File: src/audio_pkg.sv
/*
 * Audio back end shared definitions
 * Widths, sample divider, fixed-point filter coefficients and the
 * enums used by the filter sequencer and datapath
 */
package audio_pkg;

	//////////////////////////////////////////////////////////////////////
	// Widths and rates
	//////////////////////////////////////////////////////////////////////

	// Clocks per audio sample, about 46.9 kHz from the system clock
	localparam int SAMPLE_DIV = 256;
	localparam int DIV_BITS   = $clog2(SAMPLE_DIV);

	// Raw sound DAC width and the boxcar sum that holds one full period
	localparam int DAC_W      = 8;
	localparam int BOXCAR_W   = DAC_W + DIV_BITS;

	localparam int SAMPLE_W    = 16;
	localparam int COEFF_W     = 18;
	localparam int ACC_W       = 40;
	// Fraction bits of every coefficient
	localparam int COEFF_SCALE = 15;

	// Signed 16-bit saturation limits
	localparam int SAMPLE_MAX = 32767;
	localparam int SAMPLE_MIN = -32768;

	typedef logic signed [SAMPLE_W-1:0] sample_t;
	typedef logic signed [COEFF_W-1:0]  coeff_t;
	typedef logic signed [ACC_W-1:0]    acc_t;

	//////////////////////////////////////////////////////////////////////
	// Filter coefficients, Q15
	//////////////////////////////////////////////////////////////////////

	// DAC first-order low-pass, about 12 kHz corner
	localparam coeff_t DAC_B1 = 18'sd16693;
	localparam coeff_t DAC_B2 = 18'sd16693;
	localparam coeff_t DAC_A2 = 18'sd618;

	// Speech op-amp stage 1, f0 near 3.47 kHz
	localparam coeff_t SP1_B1 = 18'sd1318;
	localparam coeff_t SP1_B2 = 18'sd2636;
	localparam coeff_t SP1_B3 = 18'sd1318;
	localparam coeff_t SP1_A2 = -18'sd44251;
	localparam coeff_t SP1_A3 = 18'sd16754;

	// Speech op-amp stage 2, f0 near 3.33 kHz
	localparam coeff_t SP2_B1 = 18'sd1226;
	localparam coeff_t SP2_B2 = 18'sd2453;
	localparam coeff_t SP2_B3 = 18'sd1226;
	localparam coeff_t SP2_A2 = -18'sd45163;
	localparam coeff_t SP2_A3 = 18'sd17301;

	// Filter sections, also the datapath opcode
	typedef enum logic [1:0] {
		SEC_DAC,
		SEC_SPEECH1,
		SEC_SPEECH2
	} section_t;

	// Products per section, indexed by section_t
	localparam logic [2:0][2:0] SECTION_TAPS = {3'd5, 3'd5, 3'd3};

	typedef enum logic [1:0] {
		IDLE,
		MAC,
		WRITE
	} seq_state_t;

endpackage

File: src/sample_timer.sv
/*
 * Sample timer
 * Free-running divider that issues a one-cycle tick per audio sample
 */
`timescale 1ns/1ps

module sample_timer (
	input  logic clk_sys,
	input  logic reset,
	output logic tick
);
	import audio_pkg::*;

	// Position inside the current sample period
	logic [DIV_BITS-1:0] count;

	// Counter wraps by itself at SAMPLE_DIV
	always_ff @(posedge clk_sys) begin
		if (reset) begin
			count <= '0;
		end else begin
			count <= count + 1'b1;
		end
	end

	// Last clock of the period
	// First one lands SAMPLE_DIV clocks after reset drops
	assign tick = (count == DIV_BITS'(SAMPLE_DIV - 1));

endmodule

File: src/dac_boxcar.sv
/*
 * DAC boxcar averager
 * Sums the raw 8-bit sound DAC over one sample period and
 * presents the mean at each tick
 */
`timescale 1ns/1ps

module dac_boxcar (
	input  logic                       clk_sys,
	input  logic                       reset,
	input  logic                       tick,
	input  logic [audio_pkg::DAC_W-1:0] dac_in,
	output logic [audio_pkg::DAC_W-1:0] dac_avg
);
	import audio_pkg::*;

	// Running sum of this period
	logic [BOXCAR_W-1:0] accum;
	// Sum including the sample on the current clock
	logic [BOXCAR_W-1:0] sum_now;

	// 256 samples of 255 still fit in 16 bits
	assign sum_now = accum + BOXCAR_W'(dac_in);

	always_ff @(posedge clk_sys) begin
		if (reset) begin
			accum   <= '0;
			dac_avg <= '0;
		end else if (tick) begin
			// Divide by SAMPLE_DIV, start the next period empty
			dac_avg <= sum_now[BOXCAR_W-1:DIV_BITS];
			accum   <= '0;
		end else begin
			accum <= sum_now;
		end
	end

endmodule

File: src/filter_sequencer.sv
/*
 * Filter sequencer
 * Steps the shared MAC datapath through the DAC section and the two
 * speech sections, one tap per clock and one write per section
 */
`timescale 1ns/1ps

module filter_sequencer (
	input  logic                clk_sys,
	input  logic                reset,
	input  logic                tick,
	output audio_pkg::section_t section,
	output logic [2:0]          tap,
	output logic                acc_clear,
	output logic                acc_en,
	output logic                write_en,
	output logic                done
);
	import audio_pkg::*;

	seq_state_t state;

	// Final product of the current section
	logic last_tap;
	// Speech stage 2 closes the sample
	logic last_section;

	assign last_tap     = (tap == SECTION_TAPS[section] - 3'd1);
	assign last_section = (section == SEC_SPEECH2);

	//////////////////////////////////////////////////////////////////////
	// State machine
	//////////////////////////////////////////////////////////////////////

	// One pass per tick: 4 + 6 + 6 clocks, done one clock after the last write
	always_ff @(posedge clk_sys) begin
		if (reset) begin
			state   <= IDLE;
			section <= SEC_DAC;
			tap     <= '0;
			done    <= 1'b0;
		end else begin
			done <= 1'b0;
			case (state)
				IDLE: begin
					// Start with the DAC section on the clock after tick
					if (tick) begin
						state   <= MAC;
						section <= SEC_DAC;
						tap     <= '0;
					end
				end
				MAC: begin
					if (last_tap) begin
						state <= WRITE;
					end else begin
						tap <= tap + 3'd1;
					end
				end
				WRITE: begin
					tap <= '0;
					if (last_section) begin
						// Histories now hold the new outputs
						state <= IDLE;
						done  <= 1'b1;
					end else begin
						section <= section_t'(section + 2'd1);
						state   <= MAC;
					end
				end
				default: begin
					state <= IDLE;
				end
			endcase
		end
	end

	//////////////////////////////////////////////////////////////////////
	// Datapath controls
	//////////////////////////////////////////////////////////////////////

	assign acc_en    = (state == MAC);
	// First product of a section replaces the old sum
	assign acc_clear = (state == MAC) && (tap == 3'd0);
	assign write_en  = (state == WRITE);

endmodule

File: src/filter_datapath.sv
/*
 * Shared filter datapath
 * One signed multiplier and 40-bit accumulator serve all three
 * direct form I sections, each with its own x and y history
 */
`timescale 1ns/1ps

module filter_datapath (
	input  logic                        clk_sys,
	input  logic                        reset,
	input  logic [audio_pkg::DAC_W-1:0]    dac_avg,
	input  logic [audio_pkg::SAMPLE_W-1:0] speech_in,
	input  logic                        tick,
	input  audio_pkg::section_t         section,
	input  logic [2:0]                  tap,
	input  logic                        acc_clear,
	input  logic                        acc_en,
	input  logic                        write_en,
	output audio_pkg::sample_t          dac_filt,
	output audio_pkg::sample_t          speech_filt
);
	import audio_pkg::*;

	// Per-section history, DAC uses only x1 and y1
	sample_t hist_x1 [3];
	sample_t hist_x2 [3];
	sample_t hist_y1 [3];
	sample_t hist_y2 [3];

	sample_t dac_x;
	sample_t speech_x;
	sample_t x_cur;
	sample_t operand;
	coeff_t  coef;
	logic signed [SAMPLE_W+COEFF_W-1:0] product;
	acc_t    acc;
	acc_t    acc_shift;
	sample_t y_new;

	// Unsigned boxcar mean to signed 16 bits around midscale
	assign dac_x = {dac_avg, 8'h00} - 16'h8000;

	// Speech held for the whole pass, valid from the clock after tick
	always_ff @(posedge clk_sys) begin
		if (tick) begin
			speech_x <= speech_in - 16'h8000;
		end
	end

	//////////////////////////////////////////////////////////////////////
	// Operand and coefficient select
	//////////////////////////////////////////////////////////////////////

	// Stage 2 reads stage 1 output straight from its history
	always_comb begin
		case (section)
			SEC_DAC:     x_cur = dac_x;
			SEC_SPEECH1: x_cur = speech_x;
			default:     x_cur = hist_y1[SEC_SPEECH1];
		endcase
	end

	// Tap order is B1 x, B2 x1, B3 x2, then feedback with negated A terms
	always_comb begin
		case (tap)
			3'd0:    operand = x_cur;
			3'd1:    operand = hist_x1[section];
			3'd2:    operand = (section == SEC_DAC) ? hist_y1[section] : hist_x2[section];
			3'd3:    operand = hist_y1[section];
			default: operand = hist_y2[section];
		endcase
	end

	always_comb begin
		coef = '0;
		case (section)
			SEC_DAC: begin
				case (tap)
					3'd0:    coef = DAC_B1;
					3'd1:    coef = DAC_B2;
					default: coef = -DAC_A2;
				endcase
			end
			SEC_SPEECH1: begin
				case (tap)
					3'd0:    coef = SP1_B1;
					3'd1:    coef = SP1_B2;
					3'd2:    coef = SP1_B3;
					3'd3:    coef = -SP1_A2;
					default: coef = -SP1_A3;
				endcase
			end
			default: begin
				case (tap)
					3'd0:    coef = SP2_B1;
					3'd1:    coef = SP2_B2;
					3'd2:    coef = SP2_B3;
					3'd3:    coef = -SP2_A2;
					default: coef = -SP2_A3;
				endcase
			end
		endcase
	end

	//////////////////////////////////////////////////////////////////////
	// Multiply, accumulate, saturate
	//////////////////////////////////////////////////////////////////////

	assign product   = operand * coef;
	assign acc_shift = acc >>> COEFF_SCALE;

	always_comb begin
		if (acc_shift > SAMPLE_MAX) begin
			y_new = sample_t'(SAMPLE_MAX);
		end else if (acc_shift < SAMPLE_MIN) begin
			y_new = sample_t'(SAMPLE_MIN);
		end else begin
			y_new = acc_shift[SAMPLE_W-1:0];
		end
	end

	always_ff @(posedge clk_sys) begin
		if (reset) begin
			acc <= '0;
			for (int i = 0; i < 3; i++) begin
				hist_x1[i] <= '0;
				hist_x2[i] <= '0;
				hist_y1[i] <= '0;
				hist_y2[i] <= '0;
			end
		end else begin
			if (acc_en) begin
				acc <= (acc_clear ? '0 : acc) + acc_t'(product);
			end
			// Shift the delay lines of the section just finished
			if (write_en) begin
				hist_x2[section] <= hist_x1[section];
				hist_x1[section] <= x_cur;
				hist_y2[section] <= hist_y1[section];
				hist_y1[section] <= y_new;
			end
		end
	end

	assign dac_filt    = hist_y1[SEC_DAC];
	assign speech_filt = hist_y1[SEC_SPEECH2];

endmodule

File: src/audio_mixer.sv
/*
 * Audio mixer
 * Speech gain of four with saturation, offset conversion and the
 * final unsigned mix, registered once per sample
 */
`timescale 1ns/1ps

module audio_mixer (
	input  logic                        clk_sys,
	input  logic                        reset,
	input  logic                        done,
	input  logic [audio_pkg::SAMPLE_W-1:0] speech_in,
	input  logic                        speech_filter_en,
	input  audio_pkg::sample_t          dac_filt,
	input  audio_pkg::sample_t          speech_filt,
	output logic [audio_pkg::SAMPLE_W-1:0] audio_out,
	output logic                        sample_valid
);
	import audio_pkg::*;

	logic signed [SAMPLE_W+1:0] boosted;
	sample_t                    speech_gain;
	logic [SAMPLE_W-1:0]        speech_term;
	logic [SAMPLE_W-1:0]        dac_term;
	logic [SAMPLE_W:0]          mix_sum;

	// Output stage boost, shift by two for a clean x4
	assign boosted = {speech_filt, 2'b00};

	always_comb begin
		if (boosted > SAMPLE_MAX) begin
			speech_gain = sample_t'(SAMPLE_MAX);
		end else if (boosted < SAMPLE_MIN) begin
			speech_gain = sample_t'(SAMPLE_MIN);
		end else begin
			speech_gain = boosted[SAMPLE_W-1:0];
		end
	end

	// Back to offset binary
	// raw speech is already unsigned
	assign speech_term = speech_filter_en ? speech_gain + 16'h8000 : speech_in;
	assign dac_term    = dac_filt + 16'h8000;
	assign mix_sum     = {1'b0, dac_term} + {1'b0, speech_term};

	// Raw speech and mode are sampled together with the filtered result
	always_ff @(posedge clk_sys) begin
		if (reset) begin
			audio_out    <= '0;
			sample_valid <= 1'b0;
		end else begin
			sample_valid <= done;
			if (done) begin
				audio_out <= mix_sum[SAMPLE_W:1];
			end
		end
	end

endmodule

File: src/audio_top.sv
/*
 * Audio back end top level
 * Boxcar and low-pass for the sound DAC, two-stage speech filter,
 * and the mix into one 16-bit unsigned output
 */
`timescale 1ns/1ps

module audio_top (
	input  logic                        clk_sys,
	input  logic                        reset,
	input  logic [audio_pkg::DAC_W-1:0]    dac_in,
	input  logic [audio_pkg::SAMPLE_W-1:0] speech_in,
	input  logic                        speech_filter_en,
	output logic [audio_pkg::SAMPLE_W-1:0] audio_out,
	output logic                        sample_valid
);
	import audio_pkg::*;

	logic               tick;
	logic [DAC_W-1:0]   dac_avg;
	section_t           section;
	logic [2:0]         tap;
	logic               acc_clear;
	logic               acc_en;
	logic               write_en;
	logic               done;
	sample_t            dac_filt;
	sample_t            speech_filt;

	// Sample rate strobe
	sample_timer u_timer (
		.clk_sys (clk_sys),
		.reset   (reset),
		.tick    (tick)
	);

	dac_boxcar u_boxcar (
		.clk_sys (clk_sys),
		.reset   (reset),
		.tick    (tick),
		.dac_in  (dac_in),
		.dac_avg (dac_avg)
	);

	// Control and shared MAC for all three sections
	filter_sequencer u_seq (
		.clk_sys   (clk_sys),
		.reset     (reset),
		.tick      (tick),
		.section   (section),
		.tap       (tap),
		.acc_clear (acc_clear),
		.acc_en    (acc_en),
		.write_en  (write_en),
		.done      (done)
	);

	filter_datapath u_datapath (
		.clk_sys     (clk_sys),
		.reset       (reset),
		.dac_avg     (dac_avg),
		.speech_in   (speech_in),
		.tick        (tick),
		.section     (section),
		.tap         (tap),
		.acc_clear   (acc_clear),
		.acc_en      (acc_en),
		.write_en    (write_en),
		.dac_filt    (dac_filt),
		.speech_filt (speech_filt)
	);

	audio_mixer u_mixer (
		.clk_sys          (clk_sys),
		.reset            (reset),
		.done             (done),
		.speech_in        (speech_in),
		.speech_filter_en (speech_filter_en),
		.dac_filt         (dac_filt),
		.speech_filt      (speech_filt),
		.audio_out        (audio_out),
		.sample_valid     (sample_valid)
	);

endmodule

File: config.mk
export PLATFORM = sky130hd
export DESIGN_NAME = audio_top
export DESIGN_NICKNAME = d
export VERILOG_FILES = /design/src/audio_pkg.sv /design/src/sample_timer.sv /design/src/dac_boxcar.sv /design/src/filter_sequencer.sv /design/src/filter_datapath.sv /design/src/audio_mixer.sv /design/src/audio_top.sv
export SDC_FILE = /design/constraint.sdc
export NUM_CORES = 2
export LEC_CHECK = 0
export BUFFER_PORTS_ARGS = -buffer_cell sky130_fd_sc_hd__buf_2
export CELL_PAD_IN_SITES_DETAIL_PLACEMENT = 1
export CELL_PAD_IN_SITES_GLOBAL_PLACEMENT = 2
export CORE_ASPECT_RATIO = 0.9
export CORE_MARGIN = 10
export CORE_UTILIZATION = 40
export CTS_BUF_LIST = sky130_fd_sc_hd__clkbuf_4 sky130_fd_sc_hd__clkbuf_8
export CTS_CLUSTER_SIZE = 8
export DETAILED_ROUTE_END_ITERATION = 7
export GPL_ROUTABILITY_DRIVEN = 0
export PLACE_DENSITY_LB_ADDON = 0.15
export SYNTH_ARGS = -nofsm -noshare
export SYNTH_HDL_FRONTEND = slang
export SYNTH_SLANG_ARGS = --single-unit
File: constraint.sdc
create_clock -name clk_sys -period 9.1 [get_ports clk_sys]
set_input_delay 1.82 -clock clk_sys [delete_from_list [all_inputs] [get_ports clk_sys]]
set_output_delay 1.82 -clock clk_sys [all_outputs]
set_load 0.02 [all_outputs]
==> flow_metrics.tcl <==
set metrics [dict create \
    start_kind "flop" \
    fmax_mhz 105 \
    static_leak_uw 0.0175 \
    path_max_fanout 6 \
    critical_path_buf_inv_count 6 \
    worst_skew_pair.late_latency_ns 0.66 \
    die_height_um 277 \
    post-synth-top-area-fraction 0.279 \
    row_count 94 \
    postLayoutCoreUtil 0.525 \
    drc 0 \
    yosys_warnings 0 \
    maxCapViolations 0 \
    root_buffer "clkbuf_8" \
    syn-num-nets 3325 \
    layout_commonest_cell "buf_4" \
    synth-edff-count 272 \
    grt_start_max_net_pins 104 \
    cp_data_required_time_ns 9.64 \
    syn_area_per_cell_sq_um 10.3 \
    floorplan.die_area_sq_um 84500 \
    timing.setup.critical_path_class "reg2reg" \
    power_density_nw_per_um2 99.9 \
    drt-wirelength-per-cell_um 22.9 \
    final_nets 3910 \
    clock-sinks 371 \
    grt_pass1_wl_um 157000 \
    wl_met1_um 44900 \
    grt_resource_usage_total 0.239 \
    grt-ovfl-total 0 \
    die_width_um 305 \
    drt.antenna.violating_nets 0 \
    clock_pin_slew_on_the_worst_setup_and_hold_paths_ns 0.06 \
    cts_tree "built" \
    detailed_place_hpwl_um 75500 \
    postSynth.topFlopCell "edfxtp_1" \
    drive_above_1_share 0.326 \
    initial_antenna_violation_count 0 \
    totalPowerFinal_uw 3820 \
    crit_family "adder cells" \
    buffer_depth_of_the_longest_clock_path 3 \
    worst_slack_ns -0.468 \
    setup-violations-final 12 \
    clock_tree.htree_level_count 3 \
    synth.top_cells.by_area "edfxtp_1 (28%), fa_1 (19%), dfxtp_1 (6.8%), ha_1 (6.7%), inv_1 (5.5%)" \
    fin_worst_skew_ns 0.0393 \
    rsz0062_at_grt "true" \
    min-delay-path-class "reg2reg" \
    layout_min_cycle_time_ns 9.57 \
    route.final.wire_length_um 102000 \
    routed-via-count 23700 \
    yosys_top_cell_by_area "edfxtp_1" \
    topRoutingLayerUsed "met4" \
    final_cell_mix "buf_4 (534), inv_1 (392), nor2_1 (336)" \
    grt_pass1_vias 26200 \
    drt_iter0_markers 1687 \
    routed-wl-met3_um 6990 \
    failed_checks "setup timing" \
    syn_to_final_growth_pct 30.5 \
    initial_utilization 0.402 \
    buffer_ports.inserted 43 \
    critPathMostFrequentCell "fa_1" \
    design.portCount 44 \
    netlist_area_sq_um 29300 \
    layout.filler_cells 7930 \
    final_hold_viol_count 0 \
    power.ir.vdd_worst_v 0.000114 \
    run_status "finished, violations left" \
    coreArea_sq_um 72900 \
    critical_path_sink_type "flop" \
    seq_area_frac_synth 0.346 \
    critPathArrivalTime_ns 10.11 \
    post-route-period-util 1.05 \
    synth-async-reset-ratio 0 \
    tightest_slew_ns 1.32 \
    critical-path-max-stage-delay_ns 0.61 \
    count_of_different_cell_masters_after_synthesis 71 \
    synth_seq_cells 371 \
    crit_slowest_cell "fa_2" \
    placement.setup.worst_slack_ns -0.953 \
    detailed_router_iteration_count_before_antenna_repair 5 \
    met2_length_um 47600 \
    post_synthesis_instance_total 2857 \
    avgViaCountPerCell 5.32 \
    maxSlewViolCount 0 \
    cts_buffers 68 \
    timing.max_slew.rel_slack 0.116 \
]
==> layout make-up <==
class	instances	area, sq um	area share
flip-flops and latches	371	10200	0.266
well taps	960	1200	0.0314
clock inverters	19	148	0.00386
repair buffers	637	5080	0.133
clock buffers	96	1180	0.0308
diodes	1	2.50	0.0000654
multi-input cells	1934	18800	0.493
inverters	430	1630	0.0427
==> cell families after synthesis <==
kind of cell | after synthesis | share of synthesized area
simple gates | 879 | 0.138
mux | 84 | 0.0561
compound gates | 425 | 0.0956
fa+ha+maj | 441 | 0.261
buf+inv | 554 | 0.0716
flops | 371 | 0.346
xor+xnor | 103 | 0.0308
==> metal layers <==
metal,up-vias,track usage
met1,12100,0.326
li1,10700,-
met4,0,0.0630
met2,689,0.384
met5,-,0
met3,133,0.0495
==> cells in the mapped netlist (6+ instances only) <==
cell type  count
or2_2         17
mux4_2        64
fa_1         285
nor3_1        27
and2_1        16
o21a_1        15
o21ai_1       17
dfxtp_1       99
buf_2         14
o211ai_1      16
a21oi_1      112
mux2i_1       18
inv_1        429
a211o_1       12
clkbuf_1      99
edfxtp_1     272
xnor2_1       63
buf_1         11
nor2b_1       63
o21ai_0       75
nand2_1      214
nand2b_1      18
o2111ai_1     10
nor2_1       354
a31oi_1       11
ha_1         156
a21o_1        45
xor2_1        40
a22oi_1       26
o21bai_1       8
a221oi_1       6
nand3_1       19
a211oi_1      28
and3_1       116
nor3b_1        8
==> repair_timing <==
| item | CTS | global route |
|---|---|---|
| pin swaps | 127 | 112 |
| setup buffers | 80 | 38 |
| endpoints found under the setup margin | 23 | 23 |
| cloned | 2 | 0 |
| hold buffers | 0 | 0 |
| hold endpoints to repair | 0 | 0 |
| resized for setup | 211 | 153 |
==> worst paths after layout <==
kind,startpoint,endpoint,slack (ns),depth (start not counted)
setup / recovery,u_seq.section[0]$_SDFFE_PP0P_,u_datapath.acc[38]$_SDFFE_PP0P_,-0.47,39
hold / removal,u_datapath.acc[9]$_SDFFE_PP0P_,u_datapath.acc[9]$_SDFFE_PP0P_,0.45,2
setup reg to reg,u_seq.section[0]$_SDFFE_PP0P_,u_datapath.acc[38]$_SDFFE_PP0P_,-0.47,39
hold reg to reg,u_datapath.acc[9]$_SDFFE_PP0P_,u_datapath.acc[9]$_SDFFE_PP0P_,0.45,2
==> through the flow <==
stage | hold slack, ns | instance area [sq um] | std cells | TNS (ns)
CTS | 0.452 | 37200 | 4413 | -3.14
detailed placement | 0.444 | 34300 | 4218 | -11.95
global route | 0.473 | 38200 | 4447 | -8.43
global placement | 0.434 | 34300 | 4218 | -7.47
finish | 0.450 | 38200 | 4448 | -3.43
floorplan | 0.426 | 29800 | 2857 | -0.0136
==> state kept, by name, summed over array words and instances (netlist names), named ones only <==
name / count
u_seq.done: 1
u_datapath.hist_y1: 64
u_datapath.acc: 40
u_mixer.audio_out: 16
u_datapath.hist_x1: 64
u_boxcar.dac_avg: 8
u_seq.state: 2
u_datapath.hist_x2: 64
u_mixer.sample_valid: 1
u_seq.tap: 3
u_timer.count: 8
u_seq.section: 2
u_boxcar.accum: 16
u_datapath.hist_y2: 64
u_datapath.speech_x: 16
==> worst min-delay path, cell delays in order (launching register included) <==
cell     delay, ns
dfxtp_1       0.31
nand2_1       0.05
a21oi_1       0.05
==> power by group <==
group / internal [uW] / switching, uW
combinational: 117 / 193
clock: 868 / 761
sequential: 1860 / 23.0
No activity file was read; power rests on OpenSTA's default activity.
